`config.mk`:
```
export PLATFORM = sky130hd
export DESIGN_NAME = dot11_tx_top
export DESIGN_NICKNAME = d
export VERILOG_FILES = /design/src/design/dot11_tx_pkg.sv /design/src/design/dot11_tx_top.sv /design/src/design/conv_encoder.sv /design/src/design/data_field_seq.sv /design/src/design/psdu_fetch.sv /design/src/design/fcs_crc32.sv /design/src/design/stream_fifo.sv
export VERILOG_INCLUDE_DIRS = /design/src /design/src/design
export SDC_FILE = /design/constraint.sdc
export NUM_CORES = 1
export LEC_CHECK = 0
export ABC_AREA = 1
export BUFFER_PORTS_ARGS = -buffer_cell sky130_fd_sc_hd__buf_4
export CAP_MARGIN = 20
export CORE_MARGIN = 5
export CORE_UTILIZATION = 50
export CTS_CLUSTER_DIAMETER = 200
export DETAILED_ROUTE_END_ITERATION = 16
export PLACE_DENSITY = 0.67
export SLEW_MARGIN = 20
export SYNTH_ARGS = -nofsm -noshare
export SYNTH_HDL_FRONTEND = slang
export SYNTH_HIERARCHICAL = 1
export SYNTH_SLANG_ARGS = --single-unit
```
`constraint.sdc`:
```
create_clock -name clk -period 12.8 [get_ports clk]
set_clock_uncertainty 0.1 [all_clocks]
set_input_delay 1.28 -clock clk [delete_from_list [all_inputs] [get_ports clk]]
set_output_delay 1.28 -clock clk [all_outputs]
set_load 0.005 [all_outputs]
```
`src/design/dot11_tx_defines.svh`:
```
`ifndef DOT11_TX_DEFINES_SVH
`define DOT11_TX_DEFINES_SVH

// Memory port
`define TX_WORD_W 64
`define TX_ADDR_W 10

// PSDU length in bytes, FCS included
`define TX_LEN_W 12

// DATA field parts around the payload
`define TX_SERVICE_BITS 16
`define TX_FCS_BITS 32
`define TX_TAIL_BITS 6

// Buffering between fetch, sequencer and output
`define TX_WORD_FIFO_DEPTH 4
`define TX_ENC_FIFO_DEPTH 16

`endif
```
`src/design/dot11_tx_pkg.sv`:
```
`default_nettype none
`include "dot11_tx_defines.svh"

package dot11_tx_pkg;

    // Decoded header word
    typedef struct packed {
        logic [8:0]           n_dbps;
        logic [`TX_LEN_W-1:0] psdu_len;
    } tx_hdr_t;

    // Encoder output, a from generator 133 and b from 171
    typedef struct packed {
        logic a;
        logic b;
    } enc_pair_t;

    typedef enum logic [2:0] {
        IDLE,
        SERVICE,
        PSDU,
        FCS,
        TAIL,
        PAD,
        DONE
    } seq_state_e;

    // Legacy rate code to data bits per OFDM symbol
    function automatic logic [8:0] rate_to_ndbps(input logic [3:0] rate);
        case (rate)
            4'b1011: return 9'd24;
            4'b1111: return 9'd36;
            4'b1010: return 9'd48;
            4'b1110: return 9'd72;
            4'b1001: return 9'd96;
            4'b1101: return 9'd144;
            4'b1000: return 9'd192;
            4'b1100: return 9'd216;
            // Unknown codes fall back to 6 Mbps
            default: return 9'd24;
        endcase
    endfunction

endpackage

`default_nettype wire

```
`src/design/dot11_tx_top.sv`:
```
`timescale 1ns/1ps
`default_nettype none
`include "dot11_tx_defines.svh"

module dot11_tx_top
    import dot11_tx_pkg::*;
(
    input  logic                  clk,
    input  logic                  reset_int,
    input  logic                  i_tx_start,
    input  logic [6:0]            i_scram_seed,
    output logic [`TX_ADDR_W-1:0] o_bram_addr,
    input  logic [`TX_WORD_W-1:0] i_bram_din,
    output enc_pair_t             o_enc_pair,
    output logic                  o_enc_valid,
    input  logic                  i_enc_ready,
    output logic                  o_busy,
    output logic                  o_tx_done
);

    tx_hdr_t               hdr;
    logic                  hdr_valid;
    logic [`TX_WORD_W-1:0] fetch_word;
    logic                  fetch_word_valid;
    logic                  fetch_word_ready;
    logic [`TX_WORD_W-1:0] seq_word;
    logic                  seq_word_valid;
    logic                  seq_word_ready;
    logic                  bit_data;
    logic                  bit_valid;
    logic                  bit_first;
    logic                  bit_ready;
    enc_pair_t             enc_pair;
    logic                  enc_pair_valid;
    logic                  enc_pair_ready;
    logic                  enc_idle;
    logic                  pair_fifo_empty;
    logic                  pairs_drained;

    // Nothing left once the FIFO is empty and the encoder holds no pair
    assign pairs_drained = pair_fifo_empty && enc_idle;

    //////////////////////////////////////////////////
    // Input side
    //////////////////////////////////////////////////

    psdu_fetch fetch_i (
        .clk          (clk),
        .reset_int    (reset_int),
        .i_tx_start   (i_tx_start),
        .i_busy       (o_busy),
        .o_bram_addr  (o_bram_addr),
        .i_bram_din   (i_bram_din),
        .o_hdr        (hdr),
        .o_hdr_valid  (hdr_valid),
        .o_word       (fetch_word),
        .o_word_valid (fetch_word_valid),
        .i_word_ready (fetch_word_ready)
    );

    stream_fifo #(
        .T     (logic [`TX_WORD_W-1:0]),
        .DEPTH (`TX_WORD_FIFO_DEPTH)
    ) word_fifo_i (
        .clk       (clk),
        .reset_int (reset_int),
        .i_data    (fetch_word),
        .i_valid   (fetch_word_valid),
        .o_ready   (fetch_word_ready),
        .o_data    (seq_word),
        .o_valid   (seq_word_valid),
        .i_ready   (seq_word_ready),
        .o_empty   ()
    );

    //////////////////////////////////////////////////
    // DATA field bits
    //////////////////////////////////////////////////

    data_field_seq seq_i (
        .clk             (clk),
        .reset_int       (reset_int),
        .i_scram_seed    (i_scram_seed),
        .i_hdr           (hdr),
        .i_hdr_valid     (hdr_valid),
        .i_word          (seq_word),
        .i_word_valid    (seq_word_valid),
        .o_word_ready    (seq_word_ready),
        .o_bit_data      (bit_data),
        .o_bit_valid     (bit_valid),
        .o_bit_first     (bit_first),
        .o_bit_last      (),
        .i_bit_ready     (bit_ready),
        .o_busy          (o_busy),
        .i_pairs_drained (pairs_drained),
        .o_tx_done       (o_tx_done)
    );

    //////////////////////////////////////////////////
    // Output side
    //////////////////////////////////////////////////

    conv_encoder enc_i (
        .clk          (clk),
        .reset_int    (reset_int),
        .i_bit        (bit_data),
        .i_bit_valid  (bit_valid),
        .i_bit_first  (bit_first),
        .o_bit_ready  (bit_ready),
        .o_pair       (enc_pair),
        .o_pair_valid (enc_pair_valid),
        .i_pair_ready (enc_pair_ready),
        .o_idle       (enc_idle)
    );

    stream_fifo #(
        .T     (enc_pair_t),
        .DEPTH (`TX_ENC_FIFO_DEPTH)
    ) pair_fifo_i (
        .clk       (clk),
        .reset_int (reset_int),
        .i_data    (enc_pair),
        .i_valid   (enc_pair_valid),
        .o_ready   (enc_pair_ready),
        .o_data    (o_enc_pair),
        .o_valid   (o_enc_valid),
        .i_ready   (i_enc_ready),
        .o_empty   (pair_fifo_empty)
    );

endmodule

`default_nettype wire

```
`src/design/conv_encoder.sv`:
```
`timescale 1ns/1ps
`default_nettype none

module conv_encoder
    import dot11_tx_pkg::*;
(
    input  logic      clk,
    input  logic      reset_int,
    input  logic      i_bit,
    input  logic      i_bit_valid,
    input  logic      i_bit_first,
    output logic      o_bit_ready,
    output enc_pair_t o_pair,
    output logic      o_pair_valid,
    input  logic      i_pair_ready,
    output logic      o_idle
);

    logic [5:0] hist;
    logic [5:0] hist_in;
    logic       accept;
    enc_pair_t  pair_d;

    // hist[0] is the previous bit, hist[5] the oldest
    assign hist_in = i_bit_first ? 6'd0 : hist;

    // Generator 133 taps delays 0,2,3,5,6 and 171 taps 0,1,2,3,6
    assign pair_d.a = i_bit ^ hist_in[1] ^ hist_in[2] ^ hist_in[4] ^ hist_in[5];
    assign pair_d.b = i_bit ^ hist_in[0] ^ hist_in[1] ^ hist_in[2] ^ hist_in[5];

    // Take a bit when the output register is empty or draining
    assign o_bit_ready = !o_pair_valid || i_pair_ready;
    assign accept      = i_bit_valid && o_bit_ready;
    assign o_idle      = !o_pair_valid;

    always_ff @(posedge clk) begin
        if (reset_int) begin
            hist         <= '0;
            o_pair_valid <= 1'b0;
        end else if (accept) begin
            hist         <= {hist_in[4:0], i_bit};
            o_pair_valid <= 1'b1;
        end else if (i_pair_ready) begin
            o_pair_valid <= 1'b0;
        end
    end

    always_ff @(posedge clk) begin
        if (accept) begin
            o_pair <= pair_d;
        end
    end

endmodule

`default_nettype wire

```
`src/design/data_field_seq.sv`:
```
`timescale 1ns/1ps
`default_nettype none
`include "dot11_tx_defines.svh"

module data_field_seq
    import dot11_tx_pkg::*;
(
    input  logic                  clk,
    input  logic                  reset_int,
    input  logic [6:0]            i_scram_seed,
    input  tx_hdr_t               i_hdr,
    input  logic                  i_hdr_valid,
    input  logic [`TX_WORD_W-1:0] i_word,
    input  logic                  i_word_valid,
    output logic                  o_word_ready,
    output logic                  o_bit_data,
    output logic                  o_bit_valid,
    output logic                  o_bit_first,
    output logic                  o_bit_last,
    input  logic                  i_bit_ready,
    output logic                  o_busy,
    input  logic                  i_pairs_drained,
    output logic                  o_tx_done
);

    localparam int WB = $clog2(`TX_WORD_W);
    localparam int FB = $clog2(`TX_FCS_BITS);

    seq_state_e               state;
    seq_state_e               next_state;
    tx_hdr_t                  hdr_q;
    logic [`TX_LEN_W+2:0]     bit_cnt;
    logic [`TX_LEN_W+2:0]     psdu_bits;
    logic [8:0]               sym_pos;
    logic [6:0]               lfsr;
    logic                     fb;
    logic                     raw_bit;
    logic                     field_end;
    logic                     sym_end;
    logic                     accept;
    logic                     crc_en;
    logic [`TX_FCS_BITS-1:0]  crc_fcs;

    // Payload bits exclude the FCS bytes
    assign psdu_bits = {hdr_q.psdu_len - `TX_LEN_W'(4), 3'b000};
    assign sym_end   = sym_pos == hdr_q.n_dbps - 9'd1;
    assign fb        = lfsr[6] ^ lfsr[3];

    //////////////////////////////////////////////////
    // Bit source per field
    //////////////////////////////////////////////////

    always_comb begin
        raw_bit    = 1'b0;
        field_end  = 1'b0;
        next_state = state;
        case (state)
            SERVICE: begin
                field_end  = bit_cnt == `TX_SERVICE_BITS - 1;
                next_state = PSDU;
            end
            PSDU: begin
                raw_bit    = i_word[bit_cnt[WB-1:0]];
                field_end  = bit_cnt == psdu_bits - 1'b1;
                next_state = FCS;
            end
            FCS: begin
                raw_bit    = crc_fcs[bit_cnt[FB-1:0]];
                field_end  = bit_cnt == `TX_FCS_BITS - 1;
                next_state = TAIL;
            end
            TAIL: begin
                field_end  = bit_cnt == `TX_TAIL_BITS - 1;
                next_state = sym_end ? DONE : PAD;
            end
            PAD: begin
                field_end  = sym_end;
                next_state = DONE;
            end
            default: ;
        endcase
    end

    assign o_bit_valid  = (state inside {SERVICE, PSDU, FCS, TAIL, PAD})
                          && (state != PSDU || i_word_valid);
    assign accept       = o_bit_valid && i_bit_ready;
    // Tail bits go out unscrambled
    assign o_bit_data   = (state == TAIL) ? 1'b0 : raw_bit ^ fb;
    assign o_bit_first  = state == SERVICE && bit_cnt == '0;
    assign o_bit_last   = (state == TAIL || state == PAD) && field_end && sym_end;

    // Pop the word after its top bit or the last payload bit
    assign o_word_ready = state == PSDU && i_bit_ready
                          && (field_end || &bit_cnt[WB-1:0]);

    assign o_tx_done = state == DONE && i_pairs_drained;
    assign o_busy    = (state != IDLE && !o_tx_done) || i_hdr_valid;

    //////////////////////////////////////////////////
    // FCS over the unscrambled payload
    //////////////////////////////////////////////////

    assign crc_en = accept && state == PSDU;

    fcs_crc32 crc_i (
        .clk       (clk),
        .reset_int (reset_int),
        .i_clear   (i_hdr_valid),
        .i_en      (crc_en),
        .i_bit     (raw_bit),
        .o_fcs     (crc_fcs)
    );

    //////////////////////////////////////////////////
    // Sequencer FSM
    //////////////////////////////////////////////////

    always_ff @(posedge clk) begin
        if (reset_int) begin
            state   <= IDLE;
            hdr_q   <= '0;
            bit_cnt <= '0;
            sym_pos <= '0;
            lfsr    <= '0;
        end else begin
            case (state)
                IDLE: begin
                    if (i_hdr_valid) begin
                        hdr_q   <= i_hdr;
                        lfsr    <= i_scram_seed;
                        bit_cnt <= '0;
                        sym_pos <= '0;
                        state   <= SERVICE;
                    end
                end
                DONE: begin
                    // Wait for the last pair to leave the output FIFO
                    if (i_pairs_drained) begin
                        state <= IDLE;
                    end
                end
                default: begin
                    if (accept) begin
                        bit_cnt <= field_end ? '0 : bit_cnt + 1'b1;
                        sym_pos <= sym_end ? '0 : sym_pos + 1'b1;
                        // LFSR holds over the tail
                        if (state != TAIL) begin
                            lfsr <= {lfsr[5:0], fb};
                        end
                        if (field_end) begin
                            state <= next_state;
                        end
                    end
                end
            endcase
        end
    end

endmodule

`default_nettype wire

```
`src/design/psdu_fetch.sv`:
```
`timescale 1ns/1ps
`default_nettype none
`include "dot11_tx_defines.svh"

module psdu_fetch
    import dot11_tx_pkg::*;
(
    input  logic                  clk,
    input  logic                  reset_int,
    input  logic                  i_tx_start,
    input  logic                  i_busy,
    output logic [`TX_ADDR_W-1:0] o_bram_addr,
    input  logic [`TX_WORD_W-1:0] i_bram_din,
    output tx_hdr_t               o_hdr,
    output logic                  o_hdr_valid,
    output logic [`TX_WORD_W-1:0] o_word,
    output logic                  o_word_valid,
    input  logic                  i_word_ready
);

    logic [`TX_ADDR_W-1:0] addr_q;
    logic [`TX_ADDR_W-1:0] last_addr;
    logic [`TX_LEN_W-1:0]  hdr_len;
    logic [`TX_LEN_W:0]    n_words;
    logic                  hdr_rd;
    logic                  active;
    logic                  rd_pend;
    logic                  skid_vld;
    logic [`TX_WORD_W-1:0] skid_q;
    logic                  issue;

    //////////////////////////////////////////////////
    // Header decode
    //////////////////////////////////////////////////

    // Word 0 arrives the cycle after the start
    assign hdr_len     = i_bram_din[5 +: `TX_LEN_W];
    assign o_hdr_valid = hdr_rd;
    assign o_hdr       = '{n_dbps: rate_to_ndbps(i_bram_din[3:0]), psdu_len: hdr_len};

    // Payload words = ceil((len - 4) / 8)
    assign n_words = ({1'b0, hdr_len} + (`TX_LEN_W+1)'(3)) >> 3;

    //////////////////////////////////////////////////
    // Payload read and skid
    //////////////////////////////////////////////////

    // Only read when the returning word is sure to find a place
    assign issue = active && !skid_vld && !(rd_pend && !i_word_ready);

    assign o_bram_addr  = addr_q;
    assign o_word_valid = skid_vld || rd_pend;
    assign o_word       = skid_vld ? skid_q : i_bram_din;

    always_ff @(posedge clk) begin
        if (reset_int) begin
            addr_q    <= '0;
            last_addr <= '0;
            hdr_rd    <= 1'b0;
            active    <= 1'b0;
            rd_pend   <= 1'b0;
            skid_vld  <= 1'b0;
        end else begin
            hdr_rd   <= i_tx_start && !i_busy;
            rd_pend  <= issue;
            skid_vld <= o_word_valid && !i_word_ready;
            if (hdr_rd) begin
                last_addr <= n_words[`TX_ADDR_W-1:0];
                addr_q    <= `TX_ADDR_W'(1);
                active    <= 1'b1;
            end else if (issue) begin
                // Park at address 0 so the next start reads the header
                if (addr_q == last_addr) begin
                    addr_q <= '0;
                    active <= 1'b0;
                end else begin
                    addr_q <= addr_q + 1'b1;
                end
            end
        end
    end

    // Catch the word in flight while the output is stalled
    always_ff @(posedge clk) begin
        if (!skid_vld) begin
            skid_q <= i_bram_din;
        end
    end

endmodule

`default_nettype wire

```
`src/design/fcs_crc32.sv`:
```
`timescale 1ns/1ps
`default_nettype none
`include "dot11_tx_defines.svh"

module fcs_crc32
    import dot11_tx_pkg::*;
(
    input  logic                    clk,
    input  logic                    reset_int,
    input  logic                    i_clear,
    input  logic                    i_en,
    input  logic                    i_bit,
    output logic [`TX_FCS_BITS-1:0] o_fcs
);

    // 802.3 polynomial in reflected form
    localparam logic [`TX_FCS_BITS-1:0] POLY_REFL = 32'hEDB8_8320;

    logic [`TX_FCS_BITS-1:0] crc_q;
    logic                    fb;

    assign fb    = crc_q[0] ^ i_bit;
    assign o_fcs = ~crc_q;

    always_ff @(posedge clk) begin
        if (reset_int || i_clear) begin
            crc_q <= '1;
        end else if (i_en) begin
            crc_q <= (crc_q >> 1) ^ (fb ? POLY_REFL : '0);
        end
    end

endmodule

`default_nettype wire

```
`src/design/stream_fifo.sv`:
```
`timescale 1ns/1ps
`default_nettype none

module stream_fifo
    import dot11_tx_pkg::*;
#(
    parameter type T     = enc_pair_t,
    parameter int  DEPTH = 4
) (
    input  logic clk,
    input  logic reset_int,
    input  T     i_data,
    input  logic i_valid,
    output logic o_ready,
    output T     o_data,
    output logic o_valid,
    input  logic i_ready,
    output logic o_empty
);

    localparam int AW = $clog2(DEPTH);
    localparam int CW = $clog2(DEPTH + 1);

    T                mem [DEPTH];
    logic [AW-1:0]   wr_ptr;
    logic [AW-1:0]   rd_ptr;
    logic [CW-1:0]   count;
    logic            wr_en;
    logic            rd_en;

    assign o_empty = count == '0;
    assign o_ready = count != CW'(DEPTH);
    assign o_valid = !o_empty;
    assign o_data  = mem[rd_ptr];

    assign wr_en = i_valid && o_ready;
    assign rd_en = o_valid && i_ready;

    always_ff @(posedge clk) begin
        if (wr_en) begin
            mem[wr_ptr] <= i_data;
        end
    end

    always_ff @(posedge clk) begin
        if (reset_int) begin
            wr_ptr <= '0;
            rd_ptr <= '0;
            count  <= '0;
        end else begin
            if (wr_en) begin
                wr_ptr <= (wr_ptr == AW'(DEPTH - 1)) ? '0 : wr_ptr + 1'b1;
            end
            if (rd_en) begin
                rd_ptr <= (rd_ptr == AW'(DEPTH - 1)) ? '0 : rd_ptr + 1'b1;
            end
            // Simultaneous push and pop leave the count alone
            if (wr_en && !rd_en) begin
                count <= count + 1'b1;
            end else if (rd_en && !wr_en) begin
                count <= count - 1'b1;
            end
        end
    end

endmodule

`default_nettype wire

```
# Word level (Yosys, flattened, before mapping)
# Memory sizes are Yosys's and may differ from the RTL's. A register that Yosys moved wholly into a read port is not among the register bits.
# Cells that the tools add are included.
# word_totals
out_inout_bits	15
ff_bits	204
inputBits	75
word_cells	197
ramBits	288
mem_bits_ro	96
memories	3
# memory_table
name	depth	word_bits	read_ports	rd_clocked_by_memory_dff	write_ports	line_no	source
word_fifo_i.mem	4	64	1	1	1	stream_fifo.sv:24	T mem [DEPTH];
(name not given)	16	6	1	1	0	dot11_tx_pkg.sv:30	case (rate)
pair_fifo_i.mem	16	2	1	1	1	stream_fifo.sv:24	
# op_classes
reduce_logical	63
n_lt_le_gt_ge	2
n_eq_ne	22
n_addsub	15
n_mux	53
n_bitwise	14
# op_table
op	count
64-bit two-way mux	1
15-bit two-way mux	3
32-bit two-way mux	1
32-bit inverter	1
31-bit by 32-bit bitwise XOR with 32-bit output	1
15-bit one-hot mux with 2 select lines	1
9-bit two-way mux	3
1-bit logical AND	22
7-bit two-way mux	3
3-bit two-way mux	6
9-bit one-hot mux with 2 select lines	1
4-bit two-way mux	4
15-bit by 1-bit adder with 15-bit output, second input constant	1
15-bit equality test	1
15-bit by 3-bit equality test with 1-bit output, second input constant	1
15-bit by 4-bit equality test with 1-bit output, second input constant	1
15-bit by 5-bit equality test with 1-bit output, second input constant	1
15-bit zero test	1
3-bit one-hot mux with 5 select lines	1
15-bit by 1-bit subtractor with 15-bit output, second input constant	1
1-bit two-way mux	14
7-bit one-hot mux with 2 select lines	1
2-bit nonzero test	7
12-bit by 2-bit adder with 13-bit output, second input constant	1
other kinds (48)	91

# Longest topological paths before layout
# Gate-level depths: netlist (run 1).
# logic_depth
depth_word	10
mapped_depth	31
mapped_depth_nobuf	30

# Modules after synthesis
# The synthesis (run 1) kept the hierarchy.
# by_module_without_submodules
module	area_each_um2	n_inst	seq_area_each_um2	cells_each
stream_fifo at word_fifo_i	9993.3	1	7867.5	689
data_field_seq	4778.3	1	1101.1	810
psdu_fetch	3558.4	1	1761.7	488
stream_fifo at pair_fifo_i	2439.8	1	1301.2	267
fcs_crc32	1403.8	1	640.6	189
conv_encoder	455.4	1	200.2	64
dot11_tx_top	7.5	1	0.0	2

# Worst setup path after synthesis (run 1)
# Ideal clock, no wire load.
# synth_path
path_type	register to register
start	register fetch_i.skid_vld
end	memory word_fifo_i/mem[0][0] (netlist bit), enable pin
arrival_ns	3.643
period_less_slack_ns	4.229
setup_time_ns	0.487
path_stages_with_launch	7
setup_slack_ns	8.571
path_cell_list	dfxtp_1 -> buf_6 -> clkbuf_1 -> nor2_1 -> inv_1 -> nand2_1 -> nor2_1
# synth_between
elab_chain_len	4
# synth_lines
item	line_no	source
start: declaration	psdu_fetch.sv:28	logic skid_vld;
start signal: assignment	psdu_fetch.sv:66	skid_vld <= o_word_valid && !i_word_ready;
1-bit logical OR	psdu_fetch.sv:52	assign o_word_valid = skid_vld || rd_pend;
named net fetch_word_valid	dot11_tx_top.sv:24	logic fetch_word_valid;
1-bit logical AND	stream_fifo.sv:36	assign wr_en = i_valid && o_ready;
1-bit two-way mux	stream_fifo.sv:40	if (wr_en) begin
1-bit two-way mux (implied by the code)	stream_fifo.sv:41	mem[wr_ptr] <= i_data;
end: declaration	stream_fifo.sv:24	
# The timed path passes the listed nets, and every way through them passes these cells.

==> run_results.csv, run 1 <==
group,metric,value,unit
route,wl_per_cell,16.14,µm
clock_network,cts-hold-fix-buffers,0,
flow_run,cap_viol_max_count,0,
setup_path,cp_max_fo,68,
finish,drive_gt1_share,10.57,%
place,hpwl,32.06,mm
setup_path,critPathRequiredTime,13040,ps
sta,worst_pin_slew,1085,ps
clock_network,cts_buffers,52,
clock_network,clock-sinks,498,
pwr,combPwrFrac,27.1,%
sta,finalSetupViolations,0,
sta,slew_headroom,27.39,%
setup_path,endpoint_kind,"flop",
sta,finalMaxSlewViolations,0,
clock_network,clk_pin_slew,60,ps
pwr,p_sw_share,33.86,%
sta,hold_violations,0,
logic_synthesis,yosysWarningCount,6,
clock_network,cts_setup_buffers,0,
die,die_h,222.7,µm
die,die_w,222.7,µm
pwr,power.total,4.690,mW
sta,holdWs,366.8,ps
status,status,"finished clean",
hold_path,hold_end,"fetch_i/last_addr[6]",
pwr,power.leakage,10.09,nW
logic_synthesis,postSynthAreaPerCell,9.025,µm²
route,finalWirelength,51.53,mm
route,vias_per_cell,5.366,
finish,fill_cells,3968,
global_route,grt_pass1_wl,83.56,mm
die,rows,78,
die,initial_core_util,50.18,%
logic_synthesis,syn_inst,2507,
setup_path,reg2reg_to,"enc_i/o_pair[1]",
route,drcViolationCount,0,
finish,syn_to_final_growth,11.34,%
clock_network,clock_latency,600,ps
die,die_area,49600,µm²
clock_network,post_cts_resized,0,
pwr,power.density,186.2,nW/µm²
sta,finalCritPeriodShare,36.10,%
hold_path,min-delay-start,"fetch_i/last_addr[6]",
sta,rsz0062_at_grt,"false",
global_route,grt_max_degree,75,
clock_network,htree_levels,2,
finish,final_util,55.87,%
die,ios,90,
clock_network,cts_tree,"done",
sta,finalSetupTns,0,ps
die,coreArea,45090,µm²
pwr,ir_worst_vdd,0.1603,mV
setup_path,critical_path_class,"flop to flop",
setup_path,r2r_cells,20,
global_route,gr-total-overflow,0,
place,gp_congestion,0.8619,
route,ant_nets,0,
clock_network,ctsLongestPathBuffers,3,
hold_path,min_path_cells,2,
pwr,switchingPower,1.588,mW
finish,finalNetCount,2654,
clock_network,root_buffer,"clkbuf_16",
route,drt-initial-drc-count,1516,
hold_path,holdCritPathClass,"flop to flop",
global_route,grt_pass1_vias,16150,
finish,antenna_cells,0,
route,num_vias,17130,
logic_synthesis,netlist_area,22630,µm²
setup_path,r2r_slack,8180,ps
finish,seqCellArea,12880,µm²
route,drt-pass1-iter-count,5,
setup_path,start_kind,"flop",
setup_path,crit_arrival,4860,ps
global_route,antenna_found_initial,0,
global_route,globalRouteTotalUtil,20.14,%
pwr,p_int,3.102,mW
finish,multi_input_area,8218,µm²
pwr,seq_power_share,41.5,%
pwr,clockPowerShare,31.4,%
place,io_buffers,89,
sta,max_freq,0.2164,GHz
sta,min_period,4621,ps
## state kept, by name (all words and copies together), names as in the netlist, 2 cells and up, named ones only
name,cells
enc_i/hist,6
enc_i/o_pair,2
fetch_i/last_addr,10
fetch_i/o_bram_addr,10
fetch_i/skid_q,64
pair_fifo_i/count,5
pair_fifo_i/mem,32
pair_fifo_i/rd_ptr,4
pair_fifo_i/wr_ptr,4
seq_i/bit_cnt,15
seq_i/crc_i/crc_q,32
seq_i/hdr_q,21
seq_i/lfsr,7
seq_i/state,3
seq_i/sym_pos,9
word_fifo_i/count,3
word_fifo_i/mem,256
word_fifo_i/rd_ptr,2
word_fifo_i/wr_ptr,2
## layout make-up
cell class | count | share of cell area [%]
inverter | 222 | 3.353
clock inverter | 20 | 0.7450
sequential | 498 | 51.13
tap | 600 | 2.980
multi-input combinational | 1666 | 32.62
timing repair buffer | 108 | 3.218
clock buffer | 78 | 5.955
## routing by layer
metal  part of all wire (%)  track usage [%]
met1                     45            28.26
met2                     47            33.23
met3                    5.2            2.629
met4                    2.2            5.494
met5                      0                0
## cells in the final DEF (no fill, tap or decap), types with 6 or more instances in the layout
cell         n
nor2_4      10
nand3_1    151
nand2_2     18
xnor2_1     13
nor3_1      24
a31oi_1      8
dfxtp_1    204
inv_2       14
o21ai_0    187
nand3_2      6
o21a_1       8
clkbuf_8     8
clkinv_2     8
edfxtp_1   290
nand2_4      6
o221ai_1    11
o211ai_1    23
nand4_1     24
inv_1      203
xor2_1      26
nand2_1    524
nor2_2      12
a21oi_1     70
o22ai_1     78
ha_1        29
buf_4      108
o21ai_1     65
nor2_1     338
clkbuf_1    17
clkbuf_16   53
## power by group through the flow
stage	Clock (mW)	Sequential, mW	Combinational (mW)
CTS	1.50	1.95	1.27
global route	1.57	1.97	1.44
detailed placement	0	1.98	1.26
floorplan	0	1.95	0.975
global placement	0	1.98	1.23
finish	1.47	1.95	1.27
## per-stage QoR
step / area, µm² / instances / setup slack [ps]
after floorplan: 22630 / 2509 / 8571
after global placement: 23500 / 3094 / 8342
after detailed placement: 23500 / 3094 / 8251
after CTS: 25190 / 3192 / 8221
after global routing: 25190 / 3192 / 7669
final: 25190 / 3192 / 8179
## worst max-delay path by stage
stage | end | from | slack, ps
3_3_place_gp | enc_i/o_pair[0] | flop | 8340
3_5_place_dp | enc_i/o_pair[1] | flop | 8250
4_1_cts | enc_i/o_pair[1] | flop | 8220
6_report | enc_i/o_pair[1] | flop | 8180
5_1_grt | enc_i/o_pair[1] | flop | 7670
2_1_floorplan | word_fifo_i/mem[0][0] | fetch_i/skid_vld | 8570
## critical path: stages, from the launching register on
cell and delay [ps]:
dfxtp_4 690, clkinv_2 810, buf_4 630, o21ai_1 220
o22ai_1 90, o21ai_0 180, o22ai_1 110, o211ai_1 200
nand3_1 170, nand2_1 100, nand3_1 80, nand2_1 80
nand2_1 70, nand3_1 70, nand2_1 60, nor2_1 200
inv_1 90, nand3_1 90, nand3_2 110, nand3_1 80
nand2_1 50
(Power assumes the default switching activity.)
==> run 2: changes to the inputs <==
--- a/config.mk
+++ b/config.mk
@@ -13,7 +13,7 @@
 export CORE_UTILIZATION = 50
 export CTS_CLUSTER_DIAMETER = 200
 export DETAILED_ROUTE_END_ITERATION = 16
-export PLACE_DENSITY = 0.67
+export PLACE_DENSITY = 0.69
 export SLEW_MARGIN = 20
 export SYNTH_ARGS = -nofsm -noshare
 export SYNTH_HDL_FRONTEND = slang
==> constraint.sdc (replaced) <==
create_clock -name clk -period 3.7 [get_ports clk]
set_clock_uncertainty 0.1 [all_clocks]
set_input_delay 0.37 -clock clk [delete_from_list [all_inputs] [get_ports clk]]
set_output_delay 0.37 -clock clk [all_outputs]
set_load 0.005 [all_outputs]
==> run_results.csv, run 2 (synthesis gave the netlist of run 1 again) <==
group,metric,value,unit
global_route,met1_usage,27.13,%
pwr,combPwrFrac,28.3,%
pwr,seq_power_share,41.0,%
clock_network,htree_levels,2,
global_route,grt_pass1_vias,16900,
setup_path,reg2reg_to,"enc_i/o_pair[1]",
setup_path,r2r_cells,21,
setup_path,r2r_slack,150,ps
hold_path,holdCritPathClass,"primary input to flop",
global_route,use_met3,2.867,%
sta,setup_slack,152.3,ps
clock_network,ctsLongestPathBuffers,3,
global_route,grt.busiest_layer,"met2",
pwr,clockPowerShare,30.8,%
pwr,switchingPower,5.614,mW
finish,fill_cells,3823,
place,gp_congestion,0.8845,
finish,antenna_cells,0,
setup_path,crit_arrival,3770,ps
sta,max_freq,0.2819,GHz
finish,final_cell_mix,"nand2_1, nor2_1, edfxtp_1",
clock_network,clock_latency,610,ps
pwr,power.density,629.2,nW/µm²
sta,rsz0062_at_grt,"false",
setup_path,critPathRequiredTime,3930,ps
global_route,use_met2,36.56,%
setup_path,endpoint_kind,"flop",
global_route,antenna_found_initial,0,
die,rows,78,
die,die_area,49600,µm²
die,ios,90,
route,vias_per_cell,5.359,
finish,top_regs,"word_fifo_i/mem x256, fetch_i/skid_q x64",
route,wl_per_cell,16.24,µm
sta,worst_pin_slew,859.2,ps
global_route,globalRouteTotalUtil,21.04,%
sta,slew_headroom,42.65,%
hold_path,hold_end,"fetch_i/skid_q[45]",
hold_path,min_path_cells,3,
setup_path,critical_path_class,"flop to flop",
sta,finalCritPeriodShare,95.88,%
setup_path,start_kind,"flop",
global_route,gr-total-overflow,0,
flow_run,cap_viol_max_count,0,
clock_network,clock-sinks,498,
die,coreArea,45090,µm²
pwr,p_sw_share,34.10,%
sta,min_period,3548,ps
clock_network,cts_tree,"done",
hold_path,min-delay-start,"i_bram_din[45]",
route,drt-initial-drc-count,1346,
place,pre_cts_ws,215.7,ps
die,initial_core_util,50.18,%
finish,seqCellArea,12880,µm²
sta,finalSetupViolations,0,
die,die_w,222.7,µm
clock_network,cts_buffers,51,
finish,syn_to_final_growth,15.66,%
finish,stdcell_count,3276,
route,drt-pass1-iter-count,5,
route,ant_nets,0,
route,num_vias,17560,
place,dp.cells,3119,
status,status,"finished clean",
finish,final_common_cell,"nand2_1",
finish,finalNetCount,2739,
clock_network,root_buffer,"clkbuf_16",
finish,drive_gt1_share,11.51,%
finish,largest_reg_flops,256,
die,die_h,222.7,µm
setup_path,cp_max_fo,88,
global_route,grt_pass1_wl,86.60,mm
finish,final_util,58.04,%
sta,hold_violations,0,
pwr,ir_worst_vdd,0.3743,mV
route,drcViolationCount,0,
global_route,grt_max_degree,89,
clock_network,clk_pin_slew,60,ps
pwr,p_int,10.85,mW
sta,finalSetupTns,0,ps
finish,regMostFlops,"word_fifo_i/mem",
sta,finalMaxSlewViolations,0,
place,hpwl,33.42,mm
route,finalWirelength,53.21,mm
place,io_buffers,89,
finish,multi_input_area,8247,µm²
pwr,power.leakage,10.54,nW
run 2: timing repair:
action	in CTS	in global routing
gates resized for setup	0	8
buffers inserted	0	0
setup endpoints to repair	0	4
hold buffers	61	0
hold endpoints to repair	70	0
run 2: worst max-delay path, cell delays in order (launching register included):
cell and delay (ps):
dfxtp_4 360, clkinv_2 100, buf_16 330, nor2_1 110
o22ai_1 190, o21ai_0 100, o22ai_1 410, nand2_1 90
nand3_1 170, nand3_1 100, nand3_1 140, nand2_1 70
nand2_1 110, nand2_1 80, nand2_1 60, nand2_1 40
nor2_1 220, inv_1 100, nand3_1 90, nand3_2 100
nand3_1 90, nand2_1 50
run 2: final cells by class:
cell class	count	share of cell area, %
Clock inverter	17	0.6503
Clock buffer	79	5.857
Multi-Input combinational cell	1666	31.51
Timing Repair Buffer	194	6.656
Tap cell	600	2.869
Inverter	222	3.227
Sequential cell	498	49.23
run 2: metrics by stage:
step,cell area [µm²],hold WS (ps),power [mW]
after floorplan,22630,338.3,10.13
after global placement,23820,350.8,11.26
after detailed placement,23820,357.2,11.37
after CTS,26130,2.022,16.51
after global routing,26170,10.25,17.45
final,26170,12.01,16.47
run 2: worst max path at each step:
stage,from,slack (ps),to,cells after the start
2_1_floorplan,fetch_i/skid_vld,-530,word_fifo_i/mem[0][0],6
3_3_place_gp,seq_i/hdr_q[2],340,word_fifo_i/count[1],23
3_5_place_dp,seq_i/state[1],220,word_fifo_i/count[1],21
4_1_cts,flop,210,enc_i/o_pair[1],21
5_1_grt,flop,2,enc_i/o_pair[0],21
6_report,flop,150,enc_i/o_pair[1],21
run 2: power groups by stage:
stage / Clock (mW) / Sequential [mW] / Combinational [mW]
6_report: 5.07 / 6.75 / 4.65
5_1_grt: 5.42 / 6.80 / 5.23
4_1_cts: 5.17 / 6.74 / 4.61
3_5_place_dp: 0 / 6.86 / 4.52
3_3_place_gp: 0 / 6.83 / 4.42
2_1_floorplan: 0 / 6.76 / 3.37
run 2: routing by layer:
metal	vias to the layer above	share of wire, %
li1	8700	-
met1	8305	43
met2	453	50
met3	99	4.8
met4	0	2.9
met5	-	0
